[config.mk]
export PLATFORM = sky130hd
export DESIGN_NAME = buf_ctrl_queue
export DESIGN_NICKNAME = d
export VERILOG_FILES = /design/src/rtl/queue_entry_pkg.sv /design/src/rtl/buf_ctrl_queue.sv
export VERILOG_INCLUDE_DIRS = /design/src /design/src/rtl
export SDC_FILE = /design/constraint.sdc
export NUM_CORES = 1
export LEC_CHECK = 0
export ABC_CLOCK_PERIOD_IN_PS = 9870
export BUFFER_PORTS_ARGS = -buffer_cell sky130_fd_sc_hd__buf_2
export CELL_PAD_IN_SITES_DETAIL_PLACEMENT = 0
export CELL_PAD_IN_SITES_GLOBAL_PLACEMENT = 1
export CORE_ASPECT_RATIO = 0.75
export CORE_MARGIN = 2
export CORE_UTILIZATION = 25
export CTS_BUF_LIST = sky130_fd_sc_hd__clkbuf_4 sky130_fd_sc_hd__clkbuf_8
export DETAILED_ROUTE_END_ITERATION = 16
export HOLD_SLACK_MARGIN = 0.06
export PLACE_DENSITY_LB_ADDON = 0.1
export SLEW_MARGIN = 10
export SYNTH_ARGS = -nofsm -noshare
export SYNTH_HDL_FRONTEND = slang
export SYNTH_SLANG_ARGS = --single-unit
export TNS_END_PERCENT = 100
[constraint.sdc]
create_clock -name clk -period 9.87 [get_ports clk]
set_input_delay 1.4805 -clock clk [delete_from_list [all_inputs] [get_ports clk]]
set_output_delay 1.4805 -clock clk [all_outputs]
set_load 0.05 [all_outputs]
[src/rtl/frame_read_params.svh]
`ifndef FRAME_READ_PARAMS_SVH
`define FRAME_READ_PARAMS_SVH

// ====================
// Field widths
// ====================
`define FNUM_W 9
`define ADDR_W 25
// Frame length in bytes, a frame holds length/4 words
`define FLEN_W 16
`define RPT_W 5
`define ZOOM_W 4
`define BSIZE_W 32

// ====================
// Memory and queue sizing
// ====================
// Words per read command
`define MEM_BL 8
`define BCQ_DEPTH 16
// Frame start addresses sit on 4 KB boundaries
`define ALIGN_BITS 12

`endif

[src/rtl/queue_entry_pkg.sv]
`include "frame_read_params.svh"

package queue_entry_pkg;

  // ====================
  // Frame control queue
  // ====================

  // One frame descriptor, 47 bits
  typedef struct packed {
    logic [`ADDR_W-1:0] start_addr;
    logic [`ZOOM_W-1:0] zoom;
    logic [`FLEN_W-1:0] frame_len;
    logic               tail;
    logic               bottom;
  } fcq_entry_t;

  // Capture side write port
  typedef struct packed {
    logic               valid;
    logic [`FNUM_W-1:0] fnum;
    fcq_entry_t         entry;
  } fcq_wr_t;

  // ====================
  // Buffer control queue
  // ====================

  // Descriptor as written by capture
  typedef struct packed {
    logic               video;
    logic               frame;
    logic               audio;
    logic [`FNUM_W-1:0] head_fnum;
    logic [`FNUM_W-1:0] top_fnum;
  } bcq_desc_t;

  // Stored entry, size is sampled at write time
  typedef struct packed {
    bcq_desc_t           desc;
    logic [`BSIZE_W-1:0] size;
  } bcq_entry_t;

endpackage

[src/rtl/buf_ctrl_queue.sv]
`timescale 1ns/10ps
`include "frame_read_params.svh"

module buf_ctrl_queue (
  input  logic                        clk,
  input  logic                        rst,
  input  logic                        wr_valid_i,
  input  queue_entry_pkg::bcq_desc_t  wr_desc_i,
  input  logic [`BSIZE_W-1:0]         size_i,
  output logic                        wr_ready_o,
  input  logic                        pop_i,
  output queue_entry_pkg::bcq_entry_t head_o,
  output logic                        not_empty_o
);

  localparam int PTR_W = $clog2(`BCQ_DEPTH);

  queue_entry_pkg::bcq_entry_t mem [`BCQ_DEPTH];

  logic [PTR_W-1:0] wr_ptr;
  logic [PTR_W-1:0] rd_ptr;
  logic [PTR_W:0]   count;
  logic             do_wr;
  logic             do_rd;

  assign wr_ready_o  = (count != (PTR_W+1)'(`BCQ_DEPTH));
  assign not_empty_o = (count != '0);

  assign do_wr = wr_valid_i && wr_ready_o;
  assign do_rd = pop_i && not_empty_o;

  // ====================
  // Storage
  // ====================
  always_ff @(posedge clk) begin
    if (do_wr) begin
      mem[wr_ptr] <= '{desc: wr_desc_i, size: size_i};
    end
  end

  // Head shows without a read request
  assign head_o = mem[rd_ptr];

  // ====================
  // Pointers
  // ====================
  always_ff @(posedge clk) begin
    if (rst) begin
      wr_ptr <= '0;
      rd_ptr <= '0;
      count  <= '0;
    end else begin
      if (do_wr) begin
        wr_ptr <= wr_ptr + 1'b1;
      end
      if (do_rd) begin
        rd_ptr <= rd_ptr + 1'b1;
      end
      // Simultaneous write and pop keeps the count
      case ({do_wr, do_rd})
        2'b10:   count <= count + 1'b1;
        2'b01:   count <= count - 1'b1;
        default: count <= count;
      endcase
    end
  end

endmodule

==> impl_results.md <==
- Seq/Total Area, Yosys: 0.789
- Clk Latency, worst-skew pair: 0.83 ns
- Synth top area share: 0.778
- Pwr dens: 235 mW/mm^2
- Initial antenna violation count: 15
- Setup bufs post-CTS: 0
- Design Power: 8990 uW
- Vias in the first global route: 17000
- Total wire length: 91500 um
- Initial core utilization: 0.253
- PortBufs: 111
- Simple-Gate Fraction of Synth Area: 0.0161
- CP Launch Type: flop
- Post-synth top area cell: edfxtp_1
- Final slew viol count: 0
- DR WL met3: 3640 um
- Hold Path Class: flop to flop
- H-tree levels: 4
- DR DRC count: 0
- Core area: 0.129 mm^2
- Post_cts resized: 0
- Main flop type after synthesis: edfxtp_1
- RSZ-0062 raised after global routing: no
- Peak VDD IR: 0.000131 V
- EDFF count, synth: 848
- Final Wtd Congestion: 0.645
- Via-per-instance ratio: 4.44
- Slew @ Worst Pin: 1.18 ns
- Detailed placement HPWL: 42400 um
- Crit Path Max Fanout: 96
- Total track usage: 0.138
- Setup violators final: 0
- CTS tree: built
- Wire per inst: 26.2 um
- Post-Syn Instances: 1426
- Die area: 0.134 mm^2
- Seq cells post-synth: 865
- R2R Setup Slk: 6.33 ns
- Vias: 15500
- Status: finished, final reports clean
- Min cycle time layout: 5.29 ns
- Setup TNS: 0 ns
- XOR/XNOR Fraction of Synth Area: 0.00187
- Ys async rst share: 0
- Area grow syn2layout: 16.9%
- Largest net degree at the start of global routing: 99
- Clk sink count: 865
- Fin nets: 1705
- Final Hold Viols: 0
- Post-synthesis adder-cell area fraction: 0.00306
- Leak Pwr: 0.0118 uW
- 1st-iter DRT viols: 945
- Crit Path Class: flop to output port
- Crit path DAT: 3.81 ns
- Max Freq: 0.189 GHz
- Clk slew on worst S/H paths: 0.06 ns
- Post-synth top cells: edfxtp_1 (848), mux4_2 (212), a22oi_1 (106)
- Cts bufs inserted: 147
- Highest routed metal layer: met5
- Worst path required time: 8.39 ns
- Main combinational cell family by area after synthesis: multiplexers
- Root Buffer: clkbuf_8
- Synth top area cells: edfxtp_1 (78%), mux4_2 (15%), a22oi_1 (2.4%)
- Final cycle utilization of the critical path: 0.536
- Post-synthesis mux area share: 0.147
- Mapped Nets: 1491
- Worst Skew: 0.0359 ns
- Mapped Area: 0.0327 mm^2
- Share of cells above drive strength 1: 0.350
- Compound-Gate Fraction of Synth Area: 0.0299
- Met2 WL post-DR: 44400 um
- Top-count cell post-synth: edfxtp_1
- Yosys warning count: 0
- Synth unique cells: 47
- Syn avg cell area: 22.9 um^2
- DIE HEIGHT: 317 um
- Antenna viol nets, final: 0
- Rel. slew slack: 0.215
- Maximum clock path buffer count: 3
- Hold buffers post-CTS: 0
- Detailed Routing Iterations Pass 1: 5
- Routed met1 length: 41400 um
- I/O Pins: 112
- Maxcap violations: 0
- Crit end category: output port
- Die W: 422 um
- Global-route wire length before repair: 128000 um
- Rows: 114
- Total grt overflow: 0
## final cells by class
type	count	area, um^2
fillers	12600	91100
flip-flops and latches	865	25800
multi-input cells	475	6610
clock buffers	200	2450
well taps	1740	2180
repair buffers	145	848
clock inverters	60	319
inverters	6	22.5
diodes	2	5.00
## layer usage
layer	vias to the layer above	GRT usage
met3	171	0.0275
met5	-	0
met2	343	0.227
li1	6534	-
met1	8453	0.181
met4	6	0.0475
## cells by family after synthesis
logic type               count (synthesis)
XOR/XNOR                                 7
adder cells (fa/ha/maj)                  8
buffers and inverters                   86
AND/OR/NAND/NOR                        118
AO/OA/AOI/OAI                          127
multiplexers                           215
flip-flops                             865
## final timing paths
check,start,to,cells after the start
max,flop,head_o[47],5
min,rd_ptr[2],rd_ptr[2],2
max reg2reg,count[2],mem[4][35],5
min reg2reg,rd_ptr[2],rd_ptr[2],2
## where the power goes
part | switching [uW] | internal, uW
Combinational | 1030 | 615
Sequential | 97.5 | 4160
Clock | 1450 | 1640
## metrics by stage
stage / worst slack [ns] / utilization / cells / instance area (um^2) / hold slack, ns
after floorplan: 3.81 / - / 1426 / 32700 / 0.495
after global placement: 5.21 / 0.274 / 3231 / 35500 / 0.531
after detailed placement: 5.19 / 0.274 / 3231 / 35500 / 0.539
after CTS: 4.25 / 0.296 / 3491 / 38200 / 0.557
after global routing: 4.19 / 0.296 / 3492 / 38200 / 0.592
final: 4.58 / 0.296 / 3493 / 38200 / 0.545
## registers in the layout (all words and copies together), names as in the netlist, named ones only
name	count
mem	848
count	5
rd_ptr	4
wr_ptr	4
## cell usage in the layout (no fill, tap or decap), types with 31 or more instances in the layout
master | netlist | layout
edfxtp_1 | 848 | 848
mux4_2 | 212 | 212
clkbuf_8 | 0 | 152
buf_2 | 20 | 111
a22oi_1 | 106 | 106
nand2_1 | 63 | 63
clkbuf_4 | 0 | 48
clkinv_1 | 0 | 33
buf_4 | 5 | 31
## critical path, cell delays in order (launching register included)
cell and delay (ns):
dfxtp_4 0.90, buf_12 0.65, mux4_2 0.60, a22oi_1 0.26, nand2_1 0.16, buf_2 0.25
Power figures use the tool's default switching activity.
