===== src/rtl/frame_read_params.svh =====
`ifndef FRAME_READ_PARAMS_SVH
`define FRAME_READ_PARAMS_SVH

// ====================
// Field widths
// ====================
`define FNUM_W 9
`define ADDR_W 25
// Frame length in bytes, a frame holds length/4 words
`define FLEN_W 16
`define RPT_W 5
`define ZOOM_W 4
`define BSIZE_W 32

// ====================
// Memory and queue sizing
// ====================
// Words per read command
`define MEM_BL 8
`define BCQ_DEPTH 16
// Frame start addresses sit on 4 KB boundaries
`define ALIGN_BITS 12

`endif


===== src/rtl/queue_entry_pkg.sv =====
`include "frame_read_params.svh"

package queue_entry_pkg;

  // ====================
  // Frame control queue
  // ====================

  // One frame descriptor, 47 bits
  typedef struct packed {
    logic [`ADDR_W-1:0] start_addr;
    logic [`ZOOM_W-1:0] zoom;
    logic [`FLEN_W-1:0] frame_len;
    logic               tail;
    logic               bottom;
  } fcq_entry_t;

  // Capture side write port
  typedef struct packed {
    logic               valid;
    logic [`FNUM_W-1:0] fnum;
    fcq_entry_t         entry;
  } fcq_wr_t;

  // ====================
  // Buffer control queue
  // ====================

  // Descriptor as written by capture
  typedef struct packed {
    logic               video;
    logic               frame;
    logic               audio;
    logic [`FNUM_W-1:0] head_fnum;
    logic [`FNUM_W-1:0] top_fnum;
  } bcq_desc_t;

  // Stored entry, size is sampled at write time
  typedef struct packed {
    bcq_desc_t           desc;
    logic [`BSIZE_W-1:0] size;
  } bcq_entry_t;

endpackage


===== src/rtl/buf_size_acc.sv =====
`timescale 1ns/10ps
`include "frame_read_params.svh"

module buf_size_acc (
  input  logic                     clk,
  input  logic                     rst,
  input  queue_entry_pkg::fcq_wr_t wr_i,
  input  logic [`FLEN_W-1:0]       old_len_i,
  input  logic                     capturing_i,
  input  logic                     buf_full_i,
  input  logic                     send_wr_i,
  output logic [`BSIZE_W-1:0]      size_o
);

  logic                capturing_d1;
  logic                capturing_re;
  logic [`BSIZE_W-1:0] new_len;
  logic [`BSIZE_W-1:0] old_len;

  // Capture start detect
  always_ff @(posedge clk) begin
    if (rst) begin
      capturing_d1 <= 1'b0;
    end else begin
      capturing_d1 <= capturing_i;
    end
  end

  assign capturing_re = capturing_i && !capturing_d1;

  assign new_len = `BSIZE_W'(wr_i.entry.frame_len);
  assign old_len = `BSIZE_W'(old_len_i);

  always_ff @(posedge clk) begin
    if (rst || send_wr_i || capturing_re) begin
      size_o <= '0;
    end else if (wr_i.valid) begin
      // Full ring, new frame replaces an old one
      if (buf_full_i && !capturing_i) begin
        size_o <= size_o + new_len - old_len;
      end else begin
        size_o <= size_o + new_len;
      end
    end
  end

endmodule


===== config.mk =====
export PLATFORM = sky130hd
export DESIGN_NAME = buf_size_acc
export DESIGN_NICKNAME = d
export VERILOG_FILES = /design/src/rtl/queue_entry_pkg.sv /design/src/rtl/buf_size_acc.sv
export VERILOG_INCLUDE_DIRS = /design/src /design/src/rtl
export SDC_FILE = /design/constraint.sdc
export NUM_CORES = 1
export LEC_CHECK = 0
export BUFFER_PORTS_ARGS = -buffer_cell sky130_fd_sc_hd__buf_2
export CELL_PAD_IN_SITES_DETAIL_PLACEMENT = 1
export CELL_PAD_IN_SITES_GLOBAL_PLACEMENT = 1
export CORE_ASPECT_RATIO = 1.4
export CORE_MARGIN = 3
export CORE_UTILIZATION = 38
export CTS_BUF_LIST = sky130_fd_sc_hd__clkbuf_4 sky130_fd_sc_hd__clkbuf_8 sky130_fd_sc_hd__clkbuf_16
export DETAILED_ROUTE_END_ITERATION = 7
export PLACE_DENSITY = 0.81
export REMOVE_ABC_BUFFERS = 1
export SLEW_MARGIN = 20
export SYNTH_ARGS = -nofsm -noshare
export SYNTH_HDL_FRONTEND = slang
export SYNTH_SLANG_ARGS = --single-unit

===== constraint.sdc =====
create_clock -name clk -period 6.1 [get_ports clk]
set_input_delay 0.61 -clock clk [delete_from_list [all_inputs] [get_ports clk]]
set_output_delay 0.61 -clock clk [all_outputs]
set_load 0.01 [all_outputs]

==> results of run 1 <==
==> Yosys cell counts, types with 3 or more instances <==
cell / n
a31oi_1: 7
and2_1: 4
ha_1: 32
nand3_1: 26
a21o_1: 14
clkbuf_1: 13
nand4_1: 11
o21ai_0: 41
o211ai_1: 7
mux2i_1: 9
o21bai_1: 6
nor3_1: 10
buf_6: 3
nand2b_1: 10
or3_1: 7
a211oi_1: 10
nor2b_1: 7
and3_1: 10
nor2_1: 45
buf_2: 5
and4_1: 3
nand2_1: 70
nor4_1: 5
dfxtp_1: 33
xnor2_1: 29
xor2_1: 9
a21oi_1: 48
o31ai_1: 5
o21a_1: 10
inv_1: 29
==> kinds of logic after synthesis <==
group	Yosys count	synth area share
xor gates and xnor gates	38	0.0815
and+or+nand+nor	220	0.266
buffers and inverters	53	0.0576
DFF	33	0.162
adders and majority gates	34	0.108
muxes	9	0.0221
AOI/OAI and AO/OA	181	0.303
==> routing by layer <==
layer	wire length, µm	vias to the layer above	part of all wire
met1	5470	2189	0.40
met4	465	0	0.034
li1	-	2188	-
met5	0	-	0
met3	364	28	0.027
met2	7310	93	0.54
==> worst register-to-register path, cell delays in order (launching register included) <==
cell	delay, ns
dfxtp_1	0.32
ha_1	0.22
fa_1	0.42
a21o_1	0.23
a221oi_4	0.36
o21bai_1	0.10
a21oi_1	0.28
o21ai_0	0.16
a21o_1	0.18
a21oi_1	0.17
xnor2_1	0.18
ha_1	0.33
a21oi_1	0.22
o21ai_0	0.16
o311ai_0	0.33
buf_4	0.19
nand3b_1	0.13
inv_1	0.13
nand4_1	0.31
mux2i_1	0.31
a21oi_1	0.10
a31o_2	0.21
==> power by group <==
| part | internal [mW] | switching, mW |
|---|---|---|
| logic | 0.130 | 0.196 |
| registers | 0.222 | 0.00715 |
| clock network | 0.234 | 0.112 |
==> sequential cells by signal, summed over array words and instances (netlist names) <==
| signal | cells |
|---|---|
| size_o | 32 |
| capturing_d1 | 1 |
==> cell type report <==
| type | instances | area (µm²) |
|---|---|---|
| clock inverters | 3 | 65.1 |
| flip-flops and latches | 33 | 661 |
| multi-input cells | 482 | 3190 |
| well taps | 138 | 173 |
| repair buffers | 75 | 390 |
| fillers | 1357 | 5690 |
| inverters | 29 | 109 |
| clock buffers | 5 | 125 |
==> stage by stage <==
step	hold WS [ns]	instance area [µm²]
finish	0.478	4710
global route	0.500	4710
CTS	0.482	4710
detailed placement	0.496	4520
global placement	0.482	4520
floorplan	0.492	3960
==> worst max path at each step <==
stage / from / to / cells past startpoint
after floorplan: wr_i[2] / size_o[31]$_SDFFE_PP0P_ / 20
after global placement: wr_i[2] / size_o[21]$_SDFFE_PP0P_ / 22
after detailed placement: wr_i[2] / size_o[21]$_SDFFE_PP0P_ / 22
after CTS: wr_i[2] / size_o[21]$_SDFFE_PP0P_ / 22
after global routing: wr_i[2] / size_o[21]$_SDFFE_PP0P_ / 22
final: wr_i[2] / size_o[21]$_SDFFE_PP0P_ / 22
==> results.json, run 1 <==
{
  "slowest_stage": "fa_1",
  "die_h_um": 129,
  "cts_buffer_depth": 2,
  "r2r_start": "size_o[0]$_SDFFE_PP0P_",
  "skew_ns": 0.00607,
  "postSynthCellCount": 568,
  "regToRegEndpoint": "size_o[21]$_SDFFE_PP0P_",
  "holdBufCountCts": 0,
  "power_mw": 0.900,
  "root_buffer": "clkbuf_16",
  "max-cap-violations": 0,
  "final_common_cell": "nand2_1",
  "fin_ws_ns": 0.838,
  "synth_edf_count": 0,
  "tightest_slew_ns": 0.830,
  "antenna_left": 0,
  "overflow": 0,
  "cts-resized-gates": 0,
  "tritoncts": "yes",
  "grt_max_degree": 50,
  "use_met3": 0.0275,
  "holdCritPathClass": "in2reg",
  "grt_setup_unrepaired": "no",
  "pre_cts_ws_ns": 0.596,
  "fmax_mhz": 190,
  "holdPathStages": 2,
  "crit_type": "in2reg",
  "ys.flop_type": "dfxtp_1",
  "antenna_found_initial": 0,
  "setup-violations-final": 0,
  "clkLatencyLatePin_ns": 0.30,
  "worst_hold_path.endpoint": "capturing_d1$_SDFF_PP0_",
  "gr-usage-met1": 0.253,
  "met2_usage": 0.447,
  "worst_hold_startpoint": "rst",
  "ios": 110,
  "rows": 44,
  "r2r_cells": 21,
  "ir_drop_mv": 0.0992,
  "cp_data_arrival_time_ns": 5.45,
  "num-nets-final": 738,
  "die_w_um": 93.6,
  "finalSetupTns_ns": 0,
  "synth_top_cell_by_area": "dfxtp_1",
  "ys_seq_area_frac": 0.162,
  "cts_setup_buffers": 0,
  "fin_crit_ns": 5.26,
  "synth_top_cells_by_area": "dfxtp_1, ha_1, nand2_1, xnor2_1, a21oi_1",
  "mostFrequentLayoutCells": "nand2_1, buf_2, a21oi_1",
  "drt-initial-drc-count": 161,
  "grt_pass1_wl_um": 22700,
  "end_kind": "flip-flop",
  "design.core.area_mm2": 0.0104,
  "grtUsageTotal": 0.232,
  "final_max_slew_viol_count": 0,
  "port_buffers": 69,
  "grt_busiest_layer": "met2",
  "synth.cell_area_mm2": 0.00408,
  "dp_hpwl_um": 10600,
  "worstPathCellList": "buf_2 > ha_1 > fa_1 > a21o_1 > a221oi_4 > o21bai_1 > a21oi_1 > o21ai_0 > a21o_1 > a21oi_1 > xnor2_1 > ha_1 > a21oi_1 > o21ai_0 > o311ai_0 > buf_4 > nand3b_1 > inv_1 > nand4_1 > mux2i_1 > a21oi_1 > a31o_2",
  "p_per_area_mw_per_mm2": 191,
  "hold_viol": 0,
  "clk_pin_slew_ns": 0.06,
  "status": "finished clean",
  "cp_max_fo": 5,
  "crit_top_cell": "a21oi_1",
  "relSlewSlack": 0.445,
  "synth_cell_types": 70,
  "viasPerCell": 5.88,
  "htreeDepth": 2,
  "regToRegSetupSlack_ns": 0.94,
  "synth_warnings": 0,
  "utilization": 0.453,
  "gp_congestion": 0.887,
  "dieArea_mm2": 0.0120,
  "drt-wirelength-per-cell_um": 17.8,
  "netlist.area_leader.share": 0.162,
  "ys_ff_latch": 33,
  "synthArstFlopShare": 0,
  "required_ns": 6.29,
  "path_buf_inv": 3,
  "grt_pass1_vias": 4758,
  "post-route-period-util": 0.863,
  "path_delay_family": "compound AO/OA/AOI/OAI gates",
  "slowest_delay_ns": 0.42,
  "layout.cells.non_filler": 765,
  "avgSynthCellArea_um2": 7.19,
  "antenna_cells": 0,
  "start_util": 0.392,
  "vias": 4498,
  "wirelength_um": 13600,
  "cts_made_buffers": 5,
  "clock_sinks": 33,
  "drc": 0,
  "drive_gt1_frac": 0.158,
  "placedCellCount": 757,
  "area_delta_synth_final_pct": 15.3,
  "cp-start-kind": "input pin",
  "first_pass_iters": 4,
  "cellLeakagePower_nw": 2.10
}
Power figures use the tool's default switching activity.
==> run 2, diff against run 1 <==
CORE_MARGIN = 4   (was 3)
CORE_UTILIZATION = 35   (was 38)
PLACE_DENSITY = 0.79   (was 0.81)
clock period = 4.2 ns   (was 6.1 ns; I/O delays follow)
==> run 2 against run 1 <==
Compared with the run above:
- the run now ends with negative setup slack left
- cell count is 13% higher
- worst setup slack worse by 1.2 ns
- register-to-register slack worse by 1.3 ns
- worst hold slack worse by 0.19 ns
- die area is 12% higher
- clock-buffer cell count stayed put
- largest cell class unchanged
==> results.json, run 2 (synthesis gave the netlist of run 1 again) <==
{
  "status": "finished with violations",
  "violations": "negative setup slack",
  "grtUsageTotal": 0.255,
  "viasPerCell": 6.02,
  "largest_register_ffs": 32,
  "dieArea_mm2": 0.0135,
  "grt_setup_unrepaired": "yes",
  "drt-wirelength-per-cell_um": 21.6,
  "pre_cts_ws_ns": -0.961,
  "multi_input_area_mm2": 0.00351,
  "grt_pass1_vias": 5636,
  "required_ns": 4.38,
  "fin_crit_ns": 4.59,
  "rows": 46,
  "regMostFlops": "size_o",
  "hold_viol": 0,
  "root_buffer": "clkbuf_16",
  "die_w_um": 99.3,
  "layout.cells.non_filler": 864,
  "cellLeakagePower_nw": 2.62,
  "skew_ns": 0.00859,
  "num-nets-final": 831,
  "cp_data_arrival_time_ns": 4.77,
  "whs_ns": 0.291,
  "reg_top3": "size_o: 32 flops, capturing_d1: 1 flops",
  "clk_pin_slew_ns": 0.07,
  "worstPathCellList": "ha_4 > fa_2 > a21o_1 > a221oi_4 > o21bai_1 > a21oi_2 > o21ai_2 > a21o_1 > a21oi_2 > xnor2_2 > ha_4 > buf_4 > o211ai_1 > o21ai_2 > o311ai_2 > buf_4 > nand3b_1 > inv_2 > nand4_1 > buf_6 > o211ai_1 > o31ai_4 > mux2i_1",
  "grt_pass1_wl_um": 27600,
  "tightest_slew_ns": 0.772,
  "end_kind": "flip-flop",
  "dp_hpwl_um": 12200,
  "fmax_mhz": 218,
  "holdBufCountCts": 0,
  "cts_made_buffers": 5,
  "power_mw": 1.57,
  "tritoncts": "yes",
  "antenna_left": 0,
  "design.core.area_mm2": 0.0114,
  "wirelength_um": 18600,
  "crit_path_start": "size_o[0]$_SDFFE_PP0P_",
  "ir_drop_mv": 0.159,
  "placedCellCount": 834,
  "fin_ws_ns": -0.386,
  "drc": 0,
  "drive_gt1_frac": 0.343,
  "crit_type": "reg2reg",
  "cts_buffer_depth": 2,
  "antenna_found_initial": 0,
  "antenna_cells": 0,
  "htreeDepth": 2,
  "clock_sinks": 33,
  "cp-start-kind": "flip-flop",
  "gp_congestion": 0.916,
  "n_fill_cell": 1464,
  "slowest_delay_ns": 0.36,
  "final_max_slew_viol_count": 0,
  "slowest_stage": "fa_2",
  "regToRegEndpoint": "size_o[25]$_SDFFE_PP0P_",
  "holdCritPathClass": "in2reg",
  "mostFrequentLayoutCells": "buf_4, buf_2, nand2_1",
  "final_common_cell": "buf_4",
  "regToRegSetupSlack_ns": -0.39,
  "area.sequential_um2": 662,
  "max-cap-violations": 0,
  "area_delta_synth_final_pct": 41.1,
  "p_per_area_mw_per_mm2": 273,
  "cp_max_fo": 5,
  "start_util": 0.358,
  "grt_max_degree": 49,
  "relSlewSlack": 0.482,
  "overflow": 0,
  "port_buffers": 69,
  "vias": 5200,
  "crit_end": "size_o[25]$_SDFFE_PP0P_",
  "post-route-period-util": 1.09,
  "drt-initial-drc-count": 296,
  "r2r_cells": 23,
  "r2r_start": "size_o[0]$_SDFFE_PP0P_",
  "die_h_um": 136,
  "setup-violations-final": 16,
  "first_pass_iters": 7,
  "ios": 110,
  "clkLatencyLatePin_ns": 0.30
}
[run 2: cell count changes in the layout (fill, tap and decap cells not counted), moves of 4 or more]
cell     delta
buf_4      +86
a21oi_1    -11
a21oi_2    +10
buf_6       +7
o21ai_0     -7
nand3_1     -5
nor2_1      -4
o21ai_2     +4
xnor2_1     -4
xnor2_2     +4
[run 2: worst min path at each step]
stage | from | cells past startpoint | end | slack, ns
after CTS | rst | 2 | capturing_d1$_SDFF_PP0_ | 0.30
after detailed placement | size_o[10]$_SDFFE_PP0P_ | 2 | size_o[10]$_SDFFE_PP0P_ | 0.50
after global placement | size_o[10]$_SDFFE_PP0P_ | 2 | size_o[10]$_SDFFE_PP0P_ | 0.47
after floorplan | rst | 1 | capturing_d1$_SDFF_PP0_ | 0.49
after global routing | rst | 2 | capturing_d1$_SDFF_PP0_ | 0.30
final | rst | 2 | capturing_d1$_SDFF_PP0_ | 0.29
[run 2: cell type report]
type | count | area share
multi-input combinational | 482 | 0.609
clock buffer | 5 | 0.0217
inverter | 29 | 0.0189
tap | 144 | 0.0313
timing repair buffer | 168 | 0.193
sequential | 33 | 0.115
clock inverter | 3 | 0.0113
[run 2: report_power, final]
group          internal (mW)  switching (mW)
Clock                  0.340           0.173
Combinational          0.328           0.397
Sequential             0.322          0.0109
[run 2: repair_timing]
| action | in CTS | in global routing |
|---|---|---|
| hold endpoints to repair | 0 | 0 |
| setup buffers | 17 | 10 |
| pin swaps | 22 | 30 |
| endpoints found under the setup margin | 17 | 18 |
| resized for setup | 49 | 34 |
[run 2: metrics by stage]
step	setup TNS, ns	util	area, µm²
floorplan	-2.14	-	3960
global placement	-7.99	0.444	5060
detailed placement	-11.52	0.444	5060
CTS	-1.57	0.489	5570
global route	-6.09	0.506	5760
finish	-3.01	0.506	5760
[run 2: metal layers]
metal | GRT usage | vias up | wire length [µm]
li1 | - | 2367 | -
met5 | 0 | - | 0
met2 | 0.498 | 196 | 10100
met1 | 0.253 | 2550 | 6640
met3 | 0.0323 | 87 | 829
met4 | 0.144 | 0 | 1040
[run 2: worst max-delay path: cells and delay by family (launching register included)]
kind | cells | cell delay (ns)
AO/OA/AOI/OAI | 12 | 2.21
AND/OR/NAND/NOR | 2 | 0.23
adder cells (fa/ha/maj) | 3 | 0.80
flip-flops | 1 | 0.33
XOR/XNOR | 1 | 0.19
buffers and inverters | 4 | 0.59
multiplexers | 1 | 0.13
