[src/rtl/frame_read_params.svh]
`ifndef FRAME_READ_PARAMS_SVH
`define FRAME_READ_PARAMS_SVH

// ====================
// Field widths
// ====================
`define FNUM_W 9
`define ADDR_W 25
// Frame length in bytes, a frame holds length/4 words
`define FLEN_W 16
`define RPT_W 5
`define ZOOM_W 4
`define BSIZE_W 32

// ====================
// Memory and queue sizing
// ====================
// Words per read command
`define MEM_BL 8
`define BCQ_DEPTH 16
// Frame start addresses sit on 4 KB boundaries
`define ALIGN_BITS 12

`endif

[src/rtl/queue_entry_pkg.sv]
`include "frame_read_params.svh"

package queue_entry_pkg;

  // ====================
  // Frame control queue
  // ====================

  // One frame descriptor, 47 bits
  typedef struct packed {
    logic [`ADDR_W-1:0] start_addr;
    logic [`ZOOM_W-1:0] zoom;
    logic [`FLEN_W-1:0] frame_len;
    logic               tail;
    logic               bottom;
  } fcq_entry_t;

  // Capture side write port
  typedef struct packed {
    logic               valid;
    logic [`FNUM_W-1:0] fnum;
    fcq_entry_t         entry;
  } fcq_wr_t;

  // ====================
  // Buffer control queue
  // ====================

  // Descriptor as written by capture
  typedef struct packed {
    logic               video;
    logic               frame;
    logic               audio;
    logic [`FNUM_W-1:0] head_fnum;
    logic [`FNUM_W-1:0] top_fnum;
  } bcq_desc_t;

  // Stored entry, size is sampled at write time
  typedef struct packed {
    bcq_desc_t           desc;
    logic [`BSIZE_W-1:0] size;
  } bcq_entry_t;

endpackage

[src/rtl/read_ctrl_pkg.sv]
package read_ctrl_pkg;

  // Playback controller states
  typedef enum logic [3:0] {
    IDLE,
    LOAD_HEAD,
    RD_FCQ,
    FCQ_AVAIL,
    RPT_DECIDE,
    READ_REPEAT,
    READ_NEXT,
    READ_WRAP,
    READ_LAST,
    BUF_DONE,
    DISCARD
  } play_state_e;

  // Per-word read sideband
  typedef struct packed {
    logic sof;
    logic eof;
    logic sob;
    logic eob;
    logic video;
    logic frame;
    logic audio;
  } rd_side_t;

endpackage

[src/rtl/playback_fsm.sv]
`timescale 1ns/10ps
`include "frame_read_params.svh"

module playback_fsm (
  input  logic                        clk,
  input  logic                        rst,
  input  logic [`RPT_W-1:0]           rpt_rate_i,
  input  queue_entry_pkg::bcq_entry_t bcq_head_i,
  input  logic                        bcq_not_empty_i,
  input  queue_entry_pkg::fcq_entry_t fcq_entry_i,
  input  logic                        eof_i,
  input  logic                        sof_i,
  input  logic                        disc_req_i,
  output logic [`FNUM_W-1:0]          fcq_fnum_o,
  output logic                        load_o,
  output logic                        bcq_pop_o,
  output logic                        disc_ack_o,
  output logic                        frame_rdy_o,
  output logic                        sob_o,
  output logic                        eob_o,
  output logic                        buf_avail_o,
  output logic                        rpl_done_o
);

  read_ctrl_pkg::play_state_e state;
  read_ctrl_pkg::play_state_e next_state;

  logic [`RPT_W-1:0] rpt_cnt;
  logic [`RPT_W:0]   rpt_rate_eff;
  logic              rpt_done;
  logic              read_eof;

  // Rate of zero plays each frame once
  assign rpt_rate_eff = (rpt_rate_i == '0) ? (`RPT_W+1)'(1) : {1'b0, rpt_rate_i};
  assign rpt_done     = ({1'b0, rpt_cnt} + 1'b1) >= rpt_rate_eff;

  // ====================
  // State machine
  // ====================
  always_ff @(posedge clk) begin
    if (rst) begin
      state <= read_ctrl_pkg::IDLE;
    end else begin
      state <= next_state;
    end
  end

  always_comb begin
    next_state = state;
    case (state)
      read_ctrl_pkg::IDLE: begin
        if (bcq_not_empty_i) begin
          next_state = read_ctrl_pkg::LOAD_HEAD;
        end
      end
      read_ctrl_pkg::LOAD_HEAD:  next_state = read_ctrl_pkg::RD_FCQ;
      read_ctrl_pkg::RD_FCQ:     next_state = read_ctrl_pkg::FCQ_AVAIL;
      read_ctrl_pkg::FCQ_AVAIL:  next_state = read_ctrl_pkg::RPT_DECIDE;
      read_ctrl_pkg::RPT_DECIDE: begin
        if (disc_req_i) begin
          next_state = read_ctrl_pkg::DISCARD;
        end else if (!rpt_done) begin
          next_state = read_ctrl_pkg::READ_REPEAT;
        end else if (fcq_entry_i.tail) begin
          next_state = read_ctrl_pkg::READ_LAST;
        end else if (fcq_entry_i.bottom) begin
          next_state = read_ctrl_pkg::READ_WRAP;
        end else begin
          next_state = read_ctrl_pkg::READ_NEXT;
        end
      end
      read_ctrl_pkg::READ_REPEAT,
      read_ctrl_pkg::READ_NEXT,
      read_ctrl_pkg::READ_WRAP: begin
        if (eof_i) begin
          next_state = read_ctrl_pkg::RD_FCQ;
        end
      end
      read_ctrl_pkg::READ_LAST: begin
        if (eof_i) begin
          next_state = read_ctrl_pkg::BUF_DONE;
        end
      end
      read_ctrl_pkg::BUF_DONE: begin
        if (disc_req_i) begin
          next_state = read_ctrl_pkg::DISCARD;
        end
      end
      read_ctrl_pkg::DISCARD:    next_state = read_ctrl_pkg::IDLE;
      default:                   next_state = read_ctrl_pkg::IDLE;
    endcase
  end

  assign frame_rdy_o = (state == read_ctrl_pkg::READ_REPEAT) ||
                       (state == read_ctrl_pkg::READ_NEXT)   ||
                       (state == read_ctrl_pkg::READ_WRAP)   ||
                       (state == read_ctrl_pkg::READ_LAST);
  assign read_eof    = frame_rdy_o && eof_i;
  assign load_o      = (state == read_ctrl_pkg::FCQ_AVAIL);
  assign disc_ack_o  = (state == read_ctrl_pkg::DISCARD);
  assign bcq_pop_o   = disc_ack_o;

  // ====================
  // Frame number and repeats
  // ====================
  always_ff @(posedge clk) begin
    if (rst) begin
      fcq_fnum_o <= '0;
    end else if (state == read_ctrl_pkg::LOAD_HEAD) begin
      fcq_fnum_o <= bcq_head_i.desc.head_fnum;
    end else if (read_eof && state == read_ctrl_pkg::READ_NEXT) begin
      fcq_fnum_o <= fcq_fnum_o + 1'b1;
    end else if (read_eof && state == read_ctrl_pkg::READ_WRAP) begin
      fcq_fnum_o <= bcq_head_i.desc.top_fnum;
    end
  end

  always_ff @(posedge clk) begin
    if (rst || state == read_ctrl_pkg::DISCARD) begin
      rpt_cnt <= '0;
    end else if (read_eof) begin
      rpt_cnt <= rpt_done ? '0 : rpt_cnt + 1'b1;
    end
  end

  // Buffer boundaries
  assign sob_o = sof_i && (fcq_fnum_o == bcq_head_i.desc.head_fnum);
  assign eob_o = eof_i && (state == read_ctrl_pkg::READ_LAST);

  // ====================
  // Status
  // ====================
  always_ff @(posedge clk) begin
    if (rst || disc_ack_o) begin
      rpl_done_o <= 1'b0;
    end else if (eob_o) begin
      rpl_done_o <= 1'b1;
    end
  end

  always_ff @(posedge clk) begin
    if (rst || state == read_ctrl_pkg::IDLE) begin
      buf_avail_o <= 1'b0;
    end else if (state == read_ctrl_pkg::FCQ_AVAIL) begin
      buf_avail_o <= 1'b1;
    end
  end

endmodule

[config.mk]
export PLATFORM = sky130hd
export DESIGN_NAME = playback_fsm
export DESIGN_NICKNAME = d
export VERILOG_FILES = /design/src/rtl/queue_entry_pkg.sv /design/src/rtl/read_ctrl_pkg.sv /design/src/rtl/playback_fsm.sv
export VERILOG_INCLUDE_DIRS = /design/src /design/src/rtl
export SDC_FILE = /design/constraint.sdc
export NUM_CORES = 1
export LEC_CHECK = 0
export BUFFER_PORTS_ARGS = -buffer_cell sky130_fd_sc_hd__clkbuf_2
export CORE_MARGIN = 2
export CORE_UTILIZATION = 41
export DETAILED_ROUTE_END_ITERATION = 10
export PLACE_DENSITY = 0.82
export SLEW_MARGIN = 10
export SYNTH_ARGS = -nofsm -noshare
export SYNTH_HDL_FRONTEND = slang
export SYNTH_SLANG_ARGS = --single-unit
[constraint.sdc]
create_clock -name clk -period 2.45 [get_ports clk]
set_input_delay 0.6125 -clock clk [delete_from_list [all_inputs] [get_ports clk]]
set_output_delay 0.6125 -clock clk [all_outputs]
set_load 0.02 [all_outputs]
==> results of run 1 <==
cell usage in the layout, fill, tap and decap left out, types with 5 or more instances in the layout:
master    count
clkbuf_2     47
nor2_1       27
nand2_1      25
dfxtp_1      20
xnor2_1      16
a21oi_1      12
nand3_1      11
o21ai_0       9
ha_1          7
nand4_1       6
a211o_1       6
buf_4         6
inv_1         5
nand2b_1      5
how the worst min path moves through the flow:
stage | from | end | slack [ns] | cells past startpoint
floorplan | rpt_cnt[1] | rpt_cnt[1] | 0.46 | 2
global placement | rpl_done_o | rpl_done_o | 0.45 | 2
detailed placement | rpl_done_o | rpl_done_o | 0.47 | 2
CTS | rpl_done_o | rpl_done_o | 0.49 | 2
global route | rpt_cnt[4] | rpt_cnt[4] | 0.52 | 2
finish | rpl_done_o | rpl_done_o | 0.49 | 2
per-stage QoR:
step	setup slack, ns	utilization [%]	instances	hold slack [ns]
global route	0.0650	51.0	314	0.516
finish	0.194	51.0	314	0.487
detailed placement	0.174	49.5	310	0.470
CTS	0.105	50.8	314	0.491
floorplan	0.361	-	221	0.455
global placement	0.204	49.5	310	0.449
cells by family (layout without fill, tap and decap cells):
family	after synthesis	after routing	synth area share, %
muxes	3	3	1.94
xor gates and xnor gates	19	19	9.58
buffers and inverters	19	62	6.12
DFF	20	20	23.0
AOI/OAI and AO/OA	50	50	21.4
and+or+nand+nor	103	103	32.9
adders and majority gates	7	7	5.04
registers in the layout, indices dropped and copies added, names as in the netlist:
register     count
buf_avail_o      1
rpl_done_o       1
fcq_fnum_o       9
state            4
rpt_cnt          5
synthesized netlist by cell type, types with 5 or more instances:
library cell	instances	area (um^2)
nor2_1	27	101
nand2_1	25	93.8
dfxtp_1	20	400
xnor2_1	16	140
a21oi_1	12	60.1
nand3_1	11	55.1
o21ai_0	9	45.0
ha_1	7	87.6
a211o_1	6	52.6
nand4_1	6	37.5
inv_1	5	18.8
nand2b_1	5	31.3
layer usage:
layer,vias to the layer above,part of all wire [%],routed length (um)
met5,-,0,0
met4,0,0.93,38
met3,5,4.8,197
met2,49,47,1930
met1,784,47,1940
li1,885,-,-
power groups by stage:
stage	Sequential, W	Clock [W]	Combinational [W]
6_report	0.000438	0.000255	0.000416
5_1_grt	0.000445	0.000274	0.000465
4_1_cts	0.000436	0.000263	0.000418
3_5_place_dp	0.000444	0	0.000416
3_3_place_gp	0.000441	0	0.000406
2_1_floorplan	0.000447	0	0.000305
cell type report:
class                   instances  area share, %
clock buffers                   4           2.68
inverters                       5          0.914
multi-input cells             182           60.2
flip-flops and latches         20           19.5
well taps                      50           3.05
repair buffers                 53           13.7
worst max-delay path: cells and delay by family, from the launching register on:
family / cells / cell delay (ns)
DFF: 1 / 0.80
muxes: 1 / 0.33
buffers and inverters: 1 / 0.16
and+or+nand+nor: 1 / 0.09
repair_timing:
item | in CTS | in global routing
setup buffers | 0 | 0
gates resized for setup | 0 | 1
setup endpoints to repair | 0 | 1
hold endpoints to repair | 0 | 0
==> results.cfg, run 1 <==
[sta]
drv_slew = 0
setup_viol = 0
fmax_mhz = 443
grt_setup_unrepaired = no
finalCritPeriodShare_pct = 92.1
max_slew_margin_pct = 51.5
tns_ns = 0
finClkSkew_ns = 0.00312
worst_pin_slew_ns = 0.727
hold_viol = 0
period_needed_ns = 2.26

[drt]
antenna_left = 0
drtPass1Iterations = 4
drc_errors = 0
vias_per_cell = 5.49
wl_per_cell_um = 13.1
drt_iter0_markers = 60
vias = 1723
drt-total-wl_mm = 4.11

[power_and_ir_drop]
power_density_nw_per_um2 = 539
p_switching_w = 0.000419
power_w = 0.00111
ir_drop_v = 0.000255
p_clk_share_pct = 23.0
p_comb_share_pct = 37.5
p_int_w = 0.000689
seq_power_share_pct = 39.5
switching_share_pct = 37.8
power.leakage_nw = 0.863

[setup_path]
crit_path_end = frame_rdy_o
worstSetupStartpointType = flip-flop
worst_setup_path_end_kind = primary output
critPathRequiredTime_ns = 1.84
critPathLaunch = state[0]
reg2reg_slack_ns = 0.27
slowest_stage = dfxtp_1
r2r_cells = 8
max_stage_delay_ns = 0.80
r2r_end = state[3]
worstPathCellList = nor2_4, mux2_2, clkbuf_2
r2r-start = rpt_cnt[0]
cp.arrival_ns = 1.64
worstPathMaxFanout = 17
critical_path_class = flip-flop to primary output

[final_layout]
diodes = 0
multi_input_area_um2 = 1240
drive_gt1_share_pct = 28.4
regArea_um2 = 400
fillers = 405
areaGrowthSynthToFinish_pct = 18.1
finish.instance_area_um2 = 2050
final_nets = 383

[clocking]
htreeDepth = 1
cts_num_sinks = 20
hold_buffers = 0
clk_latency_ns = 0.26
clockRootBuffer = clkbuf_8
tritoncts = built
numCtsBuffers = 3
clk_pin_slew_ns = 0.08
cts_max_path_buffers = 2

[placement]
gp_routability_congestion = 0.812
hpwl_mm = 3.12
port_buffers = 47
dpl-instance-area_um2 = 1990

[synthesis]
avgSynthCellArea_um2 = 7.86
ys_ff_latch = 20
netlist_instances = 221
synth_top_flop_cell = dfxtp_1
netlist_area_um2 = 1740
synth_edf_count = 0
synth_cell_types = 49
synth_async_sr_flop_share_pct = 0
syn-num-nets = 339
yosysSeqAreaShare_pct = 23.0
ys_warn_count = 0

[die]
die-area_um2 = 4780
start_util_pct = 43.1
core_area_um2 = 4030
ioPinCount = 128
die_x_um = 69.1
num_rows = 23
dieHeight_um = 69.1

[min_path]
min_path_type = flip-flop to flip-flop

[global_routing]
grt_pass1_vias = 1679
busiest_layer = met2
grt.met1_usage_pct = 24.3
grt_pass1_wl_mm = 7.33
grtUsageMet3_pct = 3.07
overflow = 0
grt_max_degree = 19
grt_use_total_pct = 17.8
grt_use_met2_pct = 29.7
antenna_found_initial = 0

[run]
maxCapViolCount = 0

[outcome]
outcome = finished clean
No activity file was read; power rests on OpenSTA's default activity.
==> run 2: changes to the inputs <==
--- a/config.mk
+++ b/config.mk
@@ -8,9 +8,9 @@
 export LEC_CHECK = 0
 export BUFFER_PORTS_ARGS = -buffer_cell sky130_fd_sc_hd__clkbuf_2
 export CORE_MARGIN = 2
-export CORE_UTILIZATION = 41
+export CORE_UTILIZATION = 32
 export DETAILED_ROUTE_END_ITERATION = 10
-export PLACE_DENSITY = 0.82
+export PLACE_DENSITY = 0.67
 export SLEW_MARGIN = 10
 export SYNTH_ARGS = -nofsm -noshare
 export SYNTH_HDL_FRONTEND = slang
==> results.cfg, run 2 (same netlist as run 1, synthesis figures left out) <==
[outcome]
outcome = finished clean

[clocking]
clk_pin_slew_ns = 0.08
clockRootBuffer = clkbuf_8
postCtsSetupBuffers = 0
numCtsBuffers = 3
clk_latency_ns = 0.26
htreeDepth = 1
cts_max_path_buffers = 2
cts_resized = 0
cts_num_sinks = 20
hold_buffers = 0
tritoncts = built

[sta]
finClkSkew_ns = 0.00234
fmax_mhz = 443
worst_slack_ns = 0.193
finalCritPeriodShare_pct = 92.1
period_needed_ns = 2.26
hold_viol = 0
worst_pin_slew_ns = 0.718
drv_slew = 0
setup_viol = 0
tns_ns = 0
grt_setup_unrepaired = no
max_slew_margin_pct = 52.1

[global_routing]
antenna_found_initial = 0
grt_pass1_vias = 1652
grt_pass1_wl_mm = 7.18
grt_max_degree = 20
overflow = 0
grt_use_total_pct = 14.2

[run]
maxCapViolCount = 0

[drt]
vias = 1697
antenna_left = 0
drt-total-wl_mm = 4.03
drc_errors = 0
drt_iter0_markers = 26
wl_per_cell_um = 12.1
vias_per_cell = 5.10
drtPass1Iterations = 4

[setup_path]
cp.arrival_ns = 1.64
worstPathMaxFanout = 3
critPathRequiredTime_ns = 1.84
r2r_cells = 8
critical_path_class = flip-flop to primary output
worstSetupStartpointType = flip-flop
worst_setup_path_end_kind = primary output

[power_and_ir_drop]
p_switching_w = 0.000418
power_w = 0.00111
p_int_w = 0.000688
p_clk_share_pct = 23.2
ir_drop_v = 0.000263
power.leakage_nw = 0.856
power_density_nw_per_um2 = 536
seq_power_share_pct = 39.4
switching_share_pct = 37.8
p_comb_share_pct = 37.4

[die]
die-area_um2 = 6040
die_x_um = 77.7
start_util_pct = 33.6
core_area_um2 = 5170
ioPinCount = 128
num_rows = 26
dieHeight_um = 77.7

[placement]
hpwl_mm = 3.12
place_ws_ns = 0.164
dpl-instance-area_um2 = 2010
port_buffers = 47
gp_routability_congestion = 0.826

[final_layout]
drive_gt1_share_pct = 27.8
finish.instance_area_um2 = 2070
top_regs = fcq_fnum_o (9), rpt_cnt (5), state (4)
most-common-layout-cells = 47 x clkbuf_2, 27 x nor2_1, 25 x nand2_1
areaGrowthSynthToFinish_pct = 18.9
final_nets = 382
layout_commonest_cell = clkbuf_2
fillers = 558
largest_reg_flops = 9
top_register = fcq_fnum_o
diodes = 0

[min_path]
worstHoldPathCells = 2
min_path_type = flip-flop to flip-flop
## run 2: power by group through the flow
stage,Clock (W),Combinational [W],Sequential (W)
after floorplan,0,0.000305,0.000447
after global placement,0,0.000411,0.000443
after detailed placement,0,0.000416,0.000443
after CTS,0.000265,0.000419,0.000436
after global routing,0.000281,0.000463,0.000445
final,0.000256,0.000414,0.000436
## run 2: stage by stage
step	hold WS (ns)	util [%]	instances
after detailed placement	0.467	38.9	329
after global placement	0.455	38.9	329
after floorplan	0.455	-	221
final	0.478	39.9	333
after CTS	0.488	39.9	333
after global routing	0.505	39.9	333
## run 2: metal layers
metal,vias up,part of all wire (%),GRT usage (%),wire length [um]
li1,888,-,-,-
met1,762,49,19.2,1970
met2,45,44,23.3,1790
met3,2,6.3,3.02,253
met4,0,0.40,3.04,16
met5,-,0,0,0
## run 2: layout make-up
| type | count | area, um^2 | share of cell area [%] |
|---|---|---|---|
| well taps | 70 | 87.6 | 4.24 |
| multi-input cells | 182 | 1230 | 59.6 |
| flip-flops and latches | 20 | 400 | 19.4 |
| repair buffers | 52 | 273 | 13.2 |
| inverters | 5 | 18.8 | 0.909 |
| clock buffers | 4 | 55.1 | 2.67 |
## run 2: critical path, stage by stage, from the launching register on
cell and delay, ns:
dfxtp_1 0.31, or3b_1 0.42, nor3b_1 0.41, clkbuf_2 0.25
## run 2: path summary, 6_finish.rpt
check,end,slack [ns],start
worst max-delay path,eob_o,0.19,state[1]
worst min-delay path,rpl_done_o,0.48,rpl_done_o
worst max register to register,state[3],0.25,rpt_cnt[0]
worst min register to register,rpl_done_o,0.48,rpl_done_o
==> run 3: changes to the inputs <==
--- a/config.mk
+++ b/config.mk
@@ -10,6 +10,7 @@
 export CORE_MARGIN = 2
 export CORE_UTILIZATION = 32
 export DETAILED_ROUTE_END_ITERATION = 10
+export MAX_ROUTING_LAYER = met4
 export PLACE_DENSITY = 0.67
 export SLEW_MARGIN = 10
 export SYNTH_ARGS = -nofsm -noshare
==> results.cfg, run 3 (same netlist as run 1, synthesis figures left out) <==
[die]
core_area_um2 = 5170
ioPinCount = 128
num_rows = 26
start_util_pct = 33.6
die-area_um2 = 6040
die_x_um = 77.7
dieHeight_um = 77.7

[clocking]
hold_buffers = 0
htreeDepth = 1
postCtsSetupBuffers = 0
clk_pin_slew_ns = 0.08
cts_num_sinks = 20
cts_max_path_buffers = 2
numCtsBuffers = 3
clk_latency_ns = 0.26
tritoncts = built
clockRootBuffer = clkbuf_8
cts_resized = 0

[final_layout]
largest_reg_flops = 9
final_nets = 382
regArea_um2 = 400
multi_input_area_um2 = 1230
diodes = 0
top_regs = fcq_fnum_o (9), rpt_cnt (5), state (4)
layout_commonest_cell = clkbuf_2
most-common-layout-cells = 47 x clkbuf_2, 27 x nor2_1, 25 x nand2_1
top_register = fcq_fnum_o
postLayoutCoreUtil_pct = 39.9
drive_gt1_share_pct = 27.8
areaGrowthSynthToFinish_pct = 18.9
fillers = 558

[setup_path]
worst_setup_path_end_kind = primary output
critical_path_class = flip-flop to primary output
critPathRequiredTime_ns = 1.84
max_stage_delay_ns = 0.42
worstSetupStartpointType = flip-flop
slowest_stage = or3b_1
cp.arrival_ns = 1.64
worstPathMaxFanout = 3
worstPathCellList = or3b_1, nor3b_1, clkbuf_2

[sta]
tns_ns = 0
period_needed_ns = 2.26
worst_pin_slew_ns = 0.718
grt_setup_unrepaired = no
finClkSkew_ns = 0.00251
drv_slew = 0
max_slew_margin_pct = 52.1
finalCritPeriodShare_pct = 92.1
fin_hold_ws_ns = 0.478
hold_viol = 0
setup_viol = 0
fmax_mhz = 443

[drt]
drtPass1Iterations = 4
drt-total-wl_mm = 4.03
antenna_left = 0
vias = 1697
drc_errors = 0
vias_per_cell = 5.10
drt_iter0_markers = 29
wl_per_cell_um = 12.1

[placement]
port_buffers = 47
gp_routability_congestion = 0.838
hpwl_mm = 3.12

[global_routing]
overflow = 0
grt_pass1_wl_mm = 7.18
grt_max_degree = 20
antenna_found_initial = 0
grt_use_total_pct = 14.6
grt_pass1_vias = 1647

[power_and_ir_drop]
power_density_nw_per_um2 = 535
power.leakage_nw = 0.856
ir_drop_v = 0.000263

[min_path]
min_path_type = flip-flop to flip-flop

[run]
maxCapViolCount = 0

[outcome]
outcome = finished clean
run 3: layout make-up:
cell class,count,share of cell area [%]
inverter,5,0.909
timing repair buffer,52,13.2
tap,70,4.24
multi-input combinational,182,59.6
sequential,20,19.4
clock buffer,4,2.67
run 3: where the power goes:
group          internal [W]  switching, W
Combinational      0.000184      0.000230
Sequential         0.000361     0.0000750
Clock              0.000143      0.000113
run 3: metal layers:
metal / global-route usage (%) / vias to the layer above / wire [um]
met4: 3.04 / 0 / 16
met5: - / - / 0
met3: 2.33 / 2 / 221
met1: 19.6 / 764 / 1990
li1: - / 886 / -
met2: 23.3 / 45 / 1800
run 3: path summary, 6_finish.rpt:
path	startpoint	slack, ns	to	depth (start not counted)
worst max-delay path	state[1]	0.19	eob_o	3
worst min-delay path	rpl_done_o	0.48	rpl_done_o	2
worst max register to register	rpt_cnt[0]	0.25	state[3]	8
worst min register to register	rpl_done_o	0.48	rpl_done_o	2
run 3: worst max-delay path: cells and delay by family, from the launching register on:
kind,cells,cell delay [ns]
buffers and inverters,1,0.25
AND/OR/NAND/NOR,2,0.83
flip-flops,1,0.31
run 3: through the flow:
step | area (um^2) | instances | setup slack [ns] | power, W
2_1_floorplan | 1740 | 221 | 0.361 | 0.000752
3_3_place_gp | 2010 | 329 | 0.157 | 0.000854
3_5_place_dp | 2010 | 329 | 0.164 | 0.000860
4_1_cts | 2070 | 333 | 0.188 | 0.00112
5_1_grt | 2070 | 333 | 0.0545 | 0.00119
6_report | 2070 | 333 | 0.193 | 0.00111
